--- src/core_pkg.sv ---
package core_pkg;

   localparam int xlen = 32;

   typedef logic [4:0] reg_addr_t;

   // major opcodes, bits [6:0] of the instruction
   localparam logic [6:0] op_lui    = 7'b0110111;
   localparam logic [6:0] op_jal    = 7'b1101111;
   localparam logic [6:0] op_branch = 7'b1100011;
   localparam logic [6:0] op_load   = 7'b0000011;
   localparam logic [6:0] op_store  = 7'b0100011;
   localparam logic [6:0] op_imm    = 7'b0010011;
   localparam logic [6:0] op_reg    = 7'b0110011;

   typedef enum logic [3:0] {
      alu_add,
      alu_sub,
      alu_and,
      alu_or,
      alu_xor,
      alu_slt,
      alu_pass_b // lui, immediate straight through
   } alu_op_t;

   typedef enum logic [1:0] {
      wb_alu,
      wb_load,
      wb_pc_plus4 // jal link
   } wb_sel_t;

   typedef enum logic {
      size_byte,
      size_word
   } mem_size_t;

endpackage

--- src/fetch_stage.sv ---
module fetch_stage #(
   parameter logic [core_pkg::xlen-1:0] reset_pc = '0
) (
   input  logic        clk_i,
   input  logic        reset_i,
   input  logic        stall_i,
   input  logic        redirect_i,
   input  logic [31:2] redirect_target_i,
   output logic [31:2] instr_addr_o,
   input  logic [31:0] instr_data_i,
   output logic [31:0] instr_o,
   output logic [31:2] pc_o,
   output logic        valid_o
);

   logic [31:2] pc_q; // word address being fetched

   assign instr_addr_o = pc_q;

   always_ff @(posedge clk_i) begin
      if (reset_i) begin
         pc_q <= reset_pc[31:2];
      end else if (redirect_i) begin
         pc_q <= redirect_target_i; // taken branch or jal from execute
      end else if (!stall_i) begin
         pc_q <= pc_q + 30'd1;
      end
   end

   // IF/ID register
   always_ff @(posedge clk_i) begin
      if (reset_i || redirect_i) begin
         valid_o <= 1'b0; // younger instruction squashed
      end else if (!stall_i) begin
         valid_o <= 1'b1;
      end
   end

   always_ff @(posedge clk_i) begin
      if (!stall_i) begin
         instr_o <= instr_data_i;
         pc_o    <= pc_q;
      end
   end

endmodule

--- src/decode_stage.sv ---
module decode_stage (
   input  logic                      clk_i,
   input  logic                      reset_i,
   input  logic [31:0]               instr_i,
   input  logic [31:2]               pc_i,
   input  logic                      valid_i,
   input  logic                      flush_i,
   input  core_pkg::reg_addr_t       ex_rd_i,
   input  logic                      ex_is_load_i,
   output core_pkg::reg_addr_t       rs1_addr_o,
   output core_pkg::reg_addr_t       rs2_addr_o,
   input  logic [core_pkg::xlen-1:0] rs1_data_i,
   input  logic [core_pkg::xlen-1:0] rs2_data_i,
   output logic                      stall_o,
   output logic [core_pkg::xlen-1:0] rs1_val_o,
   output logic [core_pkg::xlen-1:0] rs2_val_o,
   output logic [core_pkg::xlen-1:0] imm_o,
   output core_pkg::reg_addr_t       rs1_o,
   output core_pkg::reg_addr_t       rs2_o,
   output core_pkg::alu_op_t         alu_op_o,
   output logic                      alu_src_imm_o,
   output core_pkg::wb_sel_t         wb_sel_o,
   output core_pkg::mem_size_t       mem_size_o,
   output logic                      load_o,
   output logic                      store_o,
   output logic                      branch_o,
   output logic                      branch_ne_o,
   output logic                      jump_o,
   output logic [31:2]               pc_o,
   output core_pkg::reg_addr_t       rd_o
);
   import core_pkg::*;

   logic [6:0]      opcode;
   logic [2:0]      f3;
   reg_addr_t       rd;
   logic [xlen-1:0] imm_i, imm_s, imm_b, imm_j, imm_u;

   // decoded control, zero means bubble
   alu_op_t         d_alu_op;
   logic            d_src_imm;
   wb_sel_t         d_wb_sel;
   mem_size_t       d_size;
   logic            d_load, d_store, d_branch, d_bne, d_jump;
   reg_addr_t       d_rd; // left at x0 when nothing is written back
   logic [xlen-1:0] d_imm;
   logic            use_rs1, use_rs2;

   assign opcode     = instr_i[6:0];
   assign f3         = instr_i[14:12];
   assign rd         = instr_i[11:7];
   assign rs1_addr_o = instr_i[19:15];
   assign rs2_addr_o = instr_i[24:20];

   assign imm_i = {{20{instr_i[31]}}, instr_i[31:20]};
   assign imm_s = {{20{instr_i[31]}}, instr_i[31:25], instr_i[11:7]};
   assign imm_b = {{19{instr_i[31]}}, instr_i[31], instr_i[7], instr_i[30:25],
                   instr_i[11:8], 1'b0};
   assign imm_j = {{11{instr_i[31]}}, instr_i[31], instr_i[19:12], instr_i[20],
                   instr_i[30:21], 1'b0};
   assign imm_u = {instr_i[31:12], 12'b0};

   always_comb begin
      d_alu_op  = alu_add;
      d_src_imm = 1'b0;
      d_wb_sel  = wb_alu;
      d_size    = size_word;
      d_load    = 1'b0;
      d_store   = 1'b0;
      d_branch  = 1'b0;
      d_bne     = 1'b0;
      d_jump    = 1'b0;
      d_rd      = '0;
      d_imm     = '0;
      use_rs1   = 1'b0;
      use_rs2   = 1'b0;
      if (valid_i) begin
         case (opcode)
            op_lui: begin
               d_alu_op  = alu_pass_b;
               d_src_imm = 1'b1;
               d_imm     = imm_u;
               d_rd      = rd;
            end
            op_jal: begin
               d_jump   = 1'b1;
               d_wb_sel = wb_pc_plus4;
               d_imm    = imm_j;
               d_rd     = rd;
            end
            op_branch: begin
               if (f3[2:1] == 2'b00) begin // beq, bne
                  d_branch = 1'b1;
                  d_bne    = f3[0];
                  d_imm    = imm_b;
                  use_rs1  = 1'b1;
                  use_rs2  = 1'b1;
               end
            end
            op_load: begin
               if (f3 == 3'b010 || f3 == 3'b100) begin // lw, lbu
                  d_load    = 1'b1;
                  d_size    = f3[2] ? size_byte : size_word;
                  d_wb_sel  = wb_load;
                  d_src_imm = 1'b1;
                  d_imm     = imm_i;
                  d_rd      = rd;
                  use_rs1   = 1'b1;
               end
            end
            op_store: begin
               if (f3 == 3'b000 || f3 == 3'b010) begin // sb, sw
                  d_store   = 1'b1;
                  d_size    = f3[1] ? size_word : size_byte;
                  d_src_imm = 1'b1;
                  d_imm     = imm_s;
                  use_rs1   = 1'b1;
                  use_rs2   = 1'b1;
               end
            end
            op_imm: begin
               d_src_imm = 1'b1;
               d_imm     = imm_i;
               d_rd      = rd;
               use_rs1   = 1'b1;
               case (f3)
                  3'b000:  d_alu_op = alu_add;
                  3'b100:  d_alu_op = alu_xor;
                  3'b110:  d_alu_op = alu_or;
                  3'b111:  d_alu_op = alu_and;
                  default: d_rd = '0; // unsupported, no write
               endcase
            end
            op_reg: begin
               d_rd    = rd;
               use_rs1 = 1'b1;
               use_rs2 = 1'b1;
               case (f3)
                  3'b000:  d_alu_op = instr_i[30] ? alu_sub : alu_add;
                  3'b010:  d_alu_op = alu_slt;
                  3'b100:  d_alu_op = alu_xor;
                  3'b110:  d_alu_op = alu_or;
                  3'b111:  d_alu_op = alu_and;
                  default: d_rd = '0;
               endcase
            end
            default: ; // anything else is a bubble
         endcase
      end
   end

   // load in execute feeding this instruction, hold one cycle
   assign stall_o = ex_is_load_i && ex_rd_i != '0 &&
                    ((use_rs1 && rs1_addr_o == ex_rd_i) ||
                     (use_rs2 && rs2_addr_o == ex_rd_i));

   // ID/EX register, control part
   always_ff @(posedge clk_i) begin
      if (reset_i || flush_i || stall_o) begin
         load_o   <= 1'b0;
         store_o  <= 1'b0;
         branch_o <= 1'b0;
         jump_o   <= 1'b0;
         rd_o     <= '0;
      end else begin
         load_o   <= d_load;
         store_o  <= d_store;
         branch_o <= d_branch;
         jump_o   <= d_jump;
         rd_o     <= d_rd;
      end
   end

   // ID/EX payload
   always_ff @(posedge clk_i) begin
      rs1_val_o     <= rs1_data_i;
      rs2_val_o     <= rs2_data_i;
      imm_o         <= d_imm;
      rs1_o         <= rs1_addr_o;
      rs2_o         <= rs2_addr_o;
      alu_op_o      <= d_alu_op;
      alu_src_imm_o <= d_src_imm;
      wb_sel_o      <= d_wb_sel;
      mem_size_o    <= d_size;
      branch_ne_o   <= d_bne;
      pc_o          <= pc_i;
   end

endmodule

--- src/register_file.sv ---
module register_file (
   input  logic                      clk_i,
   input  core_pkg::reg_addr_t       rs1_addr_i,
   input  core_pkg::reg_addr_t       rs2_addr_i,
   output logic [core_pkg::xlen-1:0] rs1_data_o,
   output logic [core_pkg::xlen-1:0] rs2_data_o,
   input  logic                      we_i,
   input  core_pkg::reg_addr_t       rd_i,
   input  logic [core_pkg::xlen-1:0] wd_i
);
   import core_pkg::*;

   logic [xlen-1:0] regs [32];

   always_ff @(posedge clk_i) begin
      if (we_i && rd_i != '0) begin
         regs[rd_i] <= wd_i;
      end
   end

   // x0 reads zero, a write in the same cycle passes straight through
   assign rs1_data_o = (rs1_addr_i == '0)                  ? '0   :
                       (we_i && rd_i == rs1_addr_i)        ? wd_i : regs[rs1_addr_i];
   assign rs2_data_o = (rs2_addr_i == '0)                  ? '0   :
                       (we_i && rd_i == rs2_addr_i)        ? wd_i : regs[rs2_addr_i];

endmodule

--- src/execute_stage.sv ---
module execute_stage (
   input  logic                      clk_i,
   input  logic                      reset_i,
   input  logic [core_pkg::xlen-1:0] rs1_val_i,
   input  logic [core_pkg::xlen-1:0] rs2_val_i,
   input  logic [core_pkg::xlen-1:0] imm_i,
   input  core_pkg::reg_addr_t       rs1_i,
   input  core_pkg::reg_addr_t       rs2_i,
   input  core_pkg::alu_op_t         alu_op_i,
   input  logic                      alu_src_imm_i,
   input  core_pkg::wb_sel_t         wb_sel_i,
   input  core_pkg::mem_size_t       mem_size_i,
   input  logic                      load_i,
   input  logic                      store_i,
   input  logic                      branch_i,
   input  logic                      branch_ne_i,
   input  logic                      jump_i,
   input  logic [31:2]               pc_i,
   input  core_pkg::reg_addr_t       rd_i,
   input  core_pkg::reg_addr_t       mem_rd_i,
   input  logic                      mem_we_i,
   input  logic [core_pkg::xlen-1:0] mem_wd_i,
   output logic                      redirect_o,
   output logic [31:2]               redirect_target_o,
   output logic [core_pkg::xlen-1:0] alu_result_o,
   output logic [core_pkg::xlen-1:0] store_data_o,
   output core_pkg::reg_addr_t       rd_o,
   output logic                      we_o,
   output core_pkg::wb_sel_t         wb_sel_o,
   output core_pkg::mem_size_t       mem_size_o,
   output logic                      load_o,
   output logic                      store_o,
   output logic [31:2]               pc_o
);
   import core_pkg::*;

   logic [xlen-1:0] ex_fwd_val;
   logic [xlen-1:0] fwd_a, fwd_b;
   logic [xlen-1:0] op_b;
   logic [xlen-1:0] result;
   logic            equal;

   // value held in EX/MEM, a jal there carries its link
   assign ex_fwd_val = (wb_sel_o == wb_pc_plus4) ? {pc_o + 30'd1, 2'b00} : alu_result_o;

   // we_o and mem_we_i are only set for a nonzero rd, so x0 never forwards
   assign fwd_a = (we_o && !load_o && rd_o == rs1_i) ? ex_fwd_val :
                  (mem_we_i && mem_rd_i == rs1_i)     ? mem_wd_i   : rs1_val_i;
   assign fwd_b = (we_o && !load_o && rd_o == rs2_i) ? ex_fwd_val :
                  (mem_we_i && mem_rd_i == rs2_i)     ? mem_wd_i   : rs2_val_i;

   assign op_b = alu_src_imm_i ? imm_i : fwd_b;

   always_comb begin
      case (alu_op_i)
         alu_sub:    result = fwd_a - op_b;
         alu_and:    result = fwd_a & op_b;
         alu_or:     result = fwd_a | op_b;
         alu_xor:    result = fwd_a ^ op_b;
         alu_slt:    result = {{(xlen-1){1'b0}}, $signed(fwd_a) < $signed(op_b)};
         alu_pass_b: result = op_b;
         default:    result = fwd_a + op_b;
      endcase
   end

   assign equal             = (fwd_a == fwd_b);
   assign redirect_o        = jump_i || (branch_i && (equal ^ branch_ne_i));
   assign redirect_target_o = pc_i + imm_i[31:2]; // word-aligned targets only

   // EX/MEM register, control part
   always_ff @(posedge clk_i) begin
      if (reset_i) begin
         we_o    <= 1'b0;
         load_o  <= 1'b0;
         store_o <= 1'b0;
      end else begin
         we_o    <= (rd_i != '0);
         load_o  <= load_i;
         store_o <= store_i;
      end
   end

   always_ff @(posedge clk_i) begin
      alu_result_o <= result;
      store_data_o <= fwd_b;
      rd_o         <= rd_i;
      wb_sel_o     <= wb_sel_i;
      mem_size_o   <= mem_size_i;
      pc_o         <= pc_i;
   end

endmodule

--- src/memory_stage.sv ---
module memory_stage (
   input  logic                      clk_i,
   input  logic                      reset_i,
   input  logic [core_pkg::xlen-1:0] alu_result_i,
   input  logic [core_pkg::xlen-1:0] store_data_i,
   input  core_pkg::reg_addr_t       rd_i,
   input  logic                      we_i,
   input  core_pkg::wb_sel_t         wb_sel_i,
   input  core_pkg::mem_size_t       mem_size_i,
   input  logic                      load_i,
   input  logic                      store_i,
   input  logic [31:2]               pc_i,
   output logic [31:2]               data_addr_o,
   output logic [core_pkg::xlen-1:0] data_wdata_o,
   output logic [3:0]                data_be_o,
   output logic                      data_we_o,
   output logic                      data_re_o,
   input  logic [core_pkg::xlen-1:0] data_rdata_i,
   output core_pkg::reg_addr_t       wb_rd_o,
   output logic                      wb_we_o,
   output logic [core_pkg::xlen-1:0] wb_data_o
);
   import core_pkg::*;

   logic            is_byte;
   logic [xlen-1:0] lane;
   logic [xlen-1:0] load_val;
   logic [xlen-1:0] wb_val;

   assign is_byte = (mem_size_i == size_byte);

   assign data_addr_o  = alu_result_i[31:2];
   assign data_wdata_o = is_byte ? {4{store_data_i[7:0]}} : store_data_i; // sb on every lane
   assign data_be_o    = !store_i ? 4'b0000 :
                         is_byte  ? 4'b0001 << alu_result_i[1:0] : 4'b1111;
   assign data_we_o    = store_i;
   assign data_re_o    = load_i;

   // addressed byte moved down to lane 0 for lbu
   assign lane     = data_rdata_i >> {alu_result_i[1:0], 3'b000};
   assign load_val = is_byte ? {{(xlen-8){1'b0}}, lane[7:0]} : data_rdata_i;

   always_comb begin
      case (wb_sel_i)
         wb_load:     wb_val = load_val;
         wb_pc_plus4: wb_val = {pc_i + 30'd1, 2'b00};
         default:     wb_val = alu_result_i;
      endcase
   end

   // MEM/WB register
   always_ff @(posedge clk_i) begin
      if (reset_i) begin
         wb_we_o <= 1'b0;
      end else begin
         wb_we_o <= we_i;
      end
   end

   always_ff @(posedge clk_i) begin
      wb_rd_o   <= rd_i;
      wb_data_o <= wb_val;
   end

endmodule

--- src/core.sv ---
module core #(
   parameter logic [core_pkg::xlen-1:0] reset_pc = '0
) (
   input  logic                      clk_i,
   input  logic                      reset_i,
   output logic [31:2]               instr_addr_o,
   input  logic [31:0]               instr_data_i,
   output logic [31:2]               data_addr_o,
   output logic [core_pkg::xlen-1:0] data_wdata_o,
   output logic [3:0]                data_be_o,
   output logic                      data_we_o,
   output logic                      data_re_o,
   input  logic [core_pkg::xlen-1:0] data_rdata_i
);
   import core_pkg::*;

   // fetch to decode
   logic [31:0] if_instr;
   logic [31:2] if_pc;
   logic        if_valid;
   logic        stall;
   logic        redirect;
   logic [31:2] redirect_target;

   // register file read side
   reg_addr_t       rs1_addr, rs2_addr;
   logic [xlen-1:0] rs1_data, rs2_data;

   // ID/EX
   logic [xlen-1:0] id_rs1_val, id_rs2_val, id_imm;
   reg_addr_t       id_rs1, id_rs2, id_rd;
   alu_op_t         id_alu_op;
   logic            id_src_imm;
   wb_sel_t         id_wb_sel;
   mem_size_t       id_size;
   logic            id_load, id_store, id_branch, id_bne, id_jump;
   logic [31:2]     id_pc;

   // EX/MEM
   logic [xlen-1:0] ex_alu_result, ex_store_data;
   reg_addr_t       ex_rd;
   logic            ex_we, ex_load, ex_store;
   wb_sel_t         ex_wb_sel;
   mem_size_t       ex_size;
   logic [31:2]     ex_pc;

   // MEM/WB
   reg_addr_t       wb_rd;
   logic            wb_we;
   logic [xlen-1:0] wb_data;

   fetch_stage #(
      .reset_pc(reset_pc)
   ) u_fetch (
      .clk_i            (clk_i),
      .reset_i          (reset_i),
      .stall_i          (stall),
      .redirect_i       (redirect),
      .redirect_target_i(redirect_target),
      .instr_addr_o     (instr_addr_o),
      .instr_data_i     (instr_data_i),
      .instr_o          (if_instr),
      .pc_o             (if_pc),
      .valid_o          (if_valid)
   );

   decode_stage u_decode (
      .clk_i        (clk_i),
      .reset_i      (reset_i),
      .instr_i      (if_instr),
      .pc_i         (if_pc),
      .valid_i      (if_valid),
      .flush_i      (redirect),
      .ex_rd_i      (id_rd),   // instruction now in execute
      .ex_is_load_i (id_load),
      .rs1_addr_o   (rs1_addr),
      .rs2_addr_o   (rs2_addr),
      .rs1_data_i   (rs1_data),
      .rs2_data_i   (rs2_data),
      .stall_o      (stall),
      .rs1_val_o    (id_rs1_val),
      .rs2_val_o    (id_rs2_val),
      .imm_o        (id_imm),
      .rs1_o        (id_rs1),
      .rs2_o        (id_rs2),
      .alu_op_o     (id_alu_op),
      .alu_src_imm_o(id_src_imm),
      .wb_sel_o     (id_wb_sel),
      .mem_size_o   (id_size),
      .load_o       (id_load),
      .store_o      (id_store),
      .branch_o     (id_branch),
      .branch_ne_o  (id_bne),
      .jump_o       (id_jump),
      .pc_o         (id_pc),
      .rd_o         (id_rd)
   );

   register_file u_regs (
      .clk_i     (clk_i),
      .rs1_addr_i(rs1_addr),
      .rs2_addr_i(rs2_addr),
      .rs1_data_o(rs1_data),
      .rs2_data_o(rs2_data),
      .we_i      (wb_we),
      .rd_i      (wb_rd),
      .wd_i      (wb_data)
   );

   execute_stage u_execute (
      .clk_i            (clk_i),
      .reset_i          (reset_i),
      .rs1_val_i        (id_rs1_val),
      .rs2_val_i        (id_rs2_val),
      .imm_i            (id_imm),
      .rs1_i            (id_rs1),
      .rs2_i            (id_rs2),
      .alu_op_i         (id_alu_op),
      .alu_src_imm_i    (id_src_imm),
      .wb_sel_i         (id_wb_sel),
      .mem_size_i       (id_size),
      .load_i           (id_load),
      .store_i          (id_store),
      .branch_i         (id_branch),
      .branch_ne_i      (id_bne),
      .jump_i           (id_jump),
      .pc_i             (id_pc),
      .rd_i             (id_rd),
      .mem_rd_i         (wb_rd),
      .mem_we_i         (wb_we),
      .mem_wd_i         (wb_data),
      .redirect_o       (redirect),
      .redirect_target_o(redirect_target),
      .alu_result_o     (ex_alu_result),
      .store_data_o     (ex_store_data),
      .rd_o             (ex_rd),
      .we_o             (ex_we),
      .wb_sel_o         (ex_wb_sel),
      .mem_size_o       (ex_size),
      .load_o           (ex_load),
      .store_o          (ex_store),
      .pc_o             (ex_pc)
   );

   memory_stage u_memory (
      .clk_i       (clk_i),
      .reset_i     (reset_i),
      .alu_result_i(ex_alu_result),
      .store_data_i(ex_store_data),
      .rd_i        (ex_rd),
      .we_i        (ex_we),
      .wb_sel_i    (ex_wb_sel),
      .mem_size_i  (ex_size),
      .load_i      (ex_load),
      .store_i     (ex_store),
      .pc_i        (ex_pc),
      .data_addr_o (data_addr_o),
      .data_wdata_o(data_wdata_o),
      .data_be_o   (data_be_o),
      .data_we_o   (data_we_o),
      .data_re_o   (data_re_o),
      .data_rdata_i(data_rdata_i),
      .wb_rd_o     (wb_rd),
      .wb_we_o     (wb_we),
      .wb_data_o   (wb_data)
   );

endmodule

--- config.mk ---
export PLATFORM = sky130hd
export DESIGN_NAME = core
export DESIGN_NICKNAME = d
export VERILOG_FILES = /design/src/core_pkg.sv /design/src/fetch_stage.sv /design/src/decode_stage.sv /design/src/register_file.sv /design/src/execute_stage.sv /design/src/memory_stage.sv /design/src/core.sv
export SDC_FILE = /design/constraint.sdc
export NUM_CORES = 2
export LEC_CHECK = 0
export BUFFER_PORTS_ARGS = -buffer_cell sky130_fd_sc_hd__buf_2
export CAP_MARGIN = 20
export CORE_ASPECT_RATIO = 2
export CORE_UTILIZATION = 63
export DETAILED_ROUTE_END_ITERATION = 16
export GPL_TIMING_DRIVEN = 1
export PLACE_DENSITY = 0.81
export SYNTH_ARGS = -nofsm -noshare
export SYNTH_HDL_FRONTEND = slang
export SYNTH_SLANG_ARGS = --single-unit
--- constraint.sdc ---
create_clock -name clk_i -period 8.7 [get_ports clk_i]
set_clock_uncertainty 0.1 [all_clocks]
set_input_delay 0.435 -clock clk_i [delete_from_list [all_inputs] [get_ports clk_i]]
set_output_delay 0.435 -clock clk_i [all_outputs]
set_load 0.1 [all_outputs]
==> impl_metrics.toml <==
[yosys]
syn_area_sq_mm = 0.0700
yosysWarningCount = 0
ys_seq_area_share_pct = 56.0
synthMuxAreaShare_pct = 23.3
ys.flop_type = "edfxtp_1"
synthSimpleGateAreaFrac_pct = 6.02
syn_inst = 4697
synth_top_family_by_area = "multiplexers"
synth_edf_count = 1086
synth_seq_cells = 1413
syn_avg_cell_area_sq_um = 14.9
synthXorXnorAreaFrac_pct = 2.45
async_flop_share_pct = 0
synth-adder-area-share_pct = 2.34
synth_compound_area_share_pct = 7.11
synth_cell_types = 86

[route]
wl_per_cell_um = 39.9
wl_um = 257000
viasPerCell = 7.58
ant_nets = 0
vias = 48800
dr.pass1.iters = 8
first_iter_violations = 6365
drc = 0

[sta]
slew_headroom_pct = 12.9
min_period_ps = 6780
setup_viol = 0
fin_tns_setup_ps = 0
finalHoldViolCount = 0
fmax_mhz = 147
worst_slew_pin_slew_ps = 1300
setup_slack_ps = 1920
post-route-period-util_pct = 78.0
drv_slew = 0
rsz0062_at_grt = "no"
hold_slack_ps = 37.3

[placed_design]
place_area_sq_mm = 0.0726
preCtsSetupSlack_ps = 2180
gp_congestion = 1.06
placed_cells = 6144
port_buffers = 163
place_hpwl_um = 157000

[cells_and_area]
fin_util_pct = 70.3
drive_gt1_share_pct = 24.5
syn2layout_area_growth_pct = 10.4
fill_cells = 6794
layout.nets = 5041
layout.cells.non_filler = 6433
design_area_sq_mm = 0.0773

[die]
start_util_pct = 63.6
core-area_sq_mm = 0.110
die_w_um = 238
rows = 172
fp.dieArea_sq_mm = 0.112
boundaryPins = 164
fp.dieH_um = 473

[cts]
cts_setup_buffers = 0
cts_tree = "yes"
htreeDepth = 3
clock_latency_ps = 780
clkSlewWorstSetupHoldPaths_ps = 70
root_buffer = "clkbuf_16"
clkSinkCount = 1413
cts_resized = 0
cts.path.max_buffers = 3
cts_buffers = 118

[pwr]
powerDensity_mw_per_mm2 = 237
comb_power_share_pct = 23.1
switchingPower_mw = 5.99
power.share.switching_pct = 32.7
p_seq_share_pct = 46.7
leakagePower_nw = 27.1
finalPower_mw = 18.3
ir_worst_vdd_mv = 0.345
intPower_mw = 12.3
pwr-share-clk_pct = 30.2

[setup_path]
end_kind = "register"
reg2reg_slack_ps = 1920
worstSetupStartpointType = "register"
crit_required_ps = 9260
path_max_fanout = 12
worst-setup-path-type = "register to register"
worstPathArrival_ps = 7340

[min_path]
min_path_type = "primary input to register"

[run_status]
status = "finished, final reports clean"

[grt]
antenna_found_initial = 11
grt_max_degree = 133
grt-ovfl-total = 0
grt_pass1_wl_um = 360000
grt_pass1_vias = 48600
grtUsageTotal_pct = 46.4

[flow_run]
maxCapViolations = 0
state kept, by name, indices dropped and copies added (netlist names), 30 cells and up:
signal	cells
u_execute.pc_o	30
u_decode.pc_o	30
u_execute.alu_result_o	32
u_fetch.instr_o	32
u_regs.regs	1024
u_decode.imm_o	32
u_decode.rs1_val_o	32
u_fetch.pc_o	30
u_memory.wb_data_o	32
u_execute.store_data_o	32
u_decode.rs2_val_o	32
u_fetch.instr_addr_o	30
worst paths after layout:
path | start | to | cells after the start
worst min register to register | u_decode.wb_sel_o[0] | u_execute.wb_sel_o[0] | 0
worst min-delay path | data_rdata_i[12] | u_memory.wb_data_o[12] | 3
worst max-delay path | u_memory.wb_rd_o[2] | u_execute.alu_result_o[31] | 21
worst max register to register | u_memory.wb_rd_o[2] | u_execute.alu_result_o[31] | 21
critical path, stage by stage (launching register included):
cell,delay [ps]
dfxtp_1,610
xnor2_1,230
nand4_1,350
o21ai_0,390
and2_1,240
mux2i_1,170
mux2i_1,650
inv_1,170
ha_1,440
nor3b_1,190
nor2_1,130
o2111ai_1,240
a31oi_1,260
inv_1,100
o31a_1,270
o21a_1,180
nor3_1,440
a2111oi_0,260
o41ai_1,600
a211oi_1,190
o211a_1,250
o21ai_0,190
repair_timing:
| item | 4_1_cts | 5_1_grt |
|---|---|---|
| endpoints found under the setup margin | 0 | 0 |
| hold buffers | 42 | 0 |
| endpoints found under the hold margin | 42 | 0 |
area by class of cell:
class	count	area, sq um	share of cell area [%]
tap	1479	1850	2.39
multi-input combinational	2830	29200	37.8
inverter	135	507	0.656
clock inverter	64	683	0.884
timing repair buffer	348	2600	3.37
clock buffer	153	3220	4.17
antenna	11	27.5	0.0356
sequential	1413	39200	50.7
cells in the final DEF (no fill, tap or decap), drive strengths merged, types with 32 or more instances in the layout:
| master | count |
|---|---|
| edfxtp | 1086 |
| mux4 | 640 |
| dfxtp | 327 |
| nor2 | 313 |
| buf | 302 |
| nand2 | 264 |
| a21oi | 193 |
| mux2i | 170 |
| clkbuf | 157 |
| inv | 141 |
| ha | 126 |
| xnor2 | 122 |
| o21ai | 119 |
| a211oi | 98 |
| xor2 | 74 |
| nand3 | 55 |
| nor3 | 46 |
| dlygate4sd3 | 42 |
| a221oi | 41 |
| a22oi | 35 |
| clkinv | 35 |
| conb | 32 |
layer usage:
layer	global-route usage, %	wire length [um]
met5	0.834	103
met4	42.9	29200
met3	11.8	27200
met2	74.8	124000
met1	50.0	75900
kinds of logic after synthesis:
group,Yosys count
AO/OA/AOI/OAI,747
XOR/XNOR,196
adder cells (fa/ha/maj),129
buffers and inverters,485
flip-flops,1413
multiplexers,824
other,1
AND/OR/NAND/NOR,902
cells in the mapped netlist, types with 7 or more instances:
| library cell | count | share of area, % |
|---|---|---|
| ha_1 | 126 | 2.3 |
| a22oi_1 | 35 | 0.38 |
| buf_4 | 40 | 0.43 |
| nor4_1 | 20 | 0.18 |
| and2_1 | 26 | 0.23 |
| or3_1 | 11 | 0.098 |
| o21ai_0 | 117 | 0.84 |
| o31a_1 | 13 | 0.16 |
| a21o_1 | 28 | 0.30 |
| nand2_1 | 264 | 1.4 |
| o22ai_1 | 31 | 0.28 |
| o221ai_1 | 16 | 0.20 |
| or2_2 | 9 | 0.080 |
| edfxtp_1 | 1086 | 47 |
| a31oi_1 | 26 | 0.23 |
| and3_1 | 26 | 0.23 |
| o211ai_1 | 13 | 0.14 |
| nand3b_1 | 10 | 0.11 |
| a221o_1 | 7 | 0.10 |
| a221oi_1 | 41 | 0.51 |
| mux4_2 | 640 | 21 |
| a211oi_1 | 97 | 1.0 |
| a21oi_1 | 192 | 1.4 |
| dfxtp_1 | 327 | 9.4 |
| a21boi_0 | 9 | 0.097 |
| or4_1 | 12 | 0.13 |
| nor2b_1 | 31 | 0.28 |
| inv_1 | 133 | 0.71 |
| o21a_1 | 26 | 0.28 |
| nand2b_1 | 23 | 0.21 |
| xor2_1 | 74 | 0.93 |
| clkbuf_1 | 219 | 1.2 |
| nor2_1 | 313 | 1.7 |
| and4_1 | 13 | 0.16 |
| mux2_2 | 13 | 0.21 |
| nor3_1 | 45 | 0.32 |
| buf_1 | 83 | 0.45 |
| nand3_1 | 55 | 0.39 |
| nand4_1 | 21 | 0.19 |
| o21bai_1 | 18 | 0.19 |
| xnor2_1 | 122 | 1.5 |
| mux2i_1 | 170 | 2.4 |
| o31ai_1 | 11 | 0.12 |
| a31o_2 | 7 | 0.088 |
power groups by stage:
stage	registers [mW]	logic [mW]	clock network, mW
after floorplan	8.81	2.39	0
after global placement	8.83	3.65	0
after detailed placement	8.86	3.70	0
after CTS	8.72	3.75	5.54
after global routing	8.56	4.35	5.75
final	8.55	4.24	5.54
Note: power is estimated with default switching activity, not from simulation.
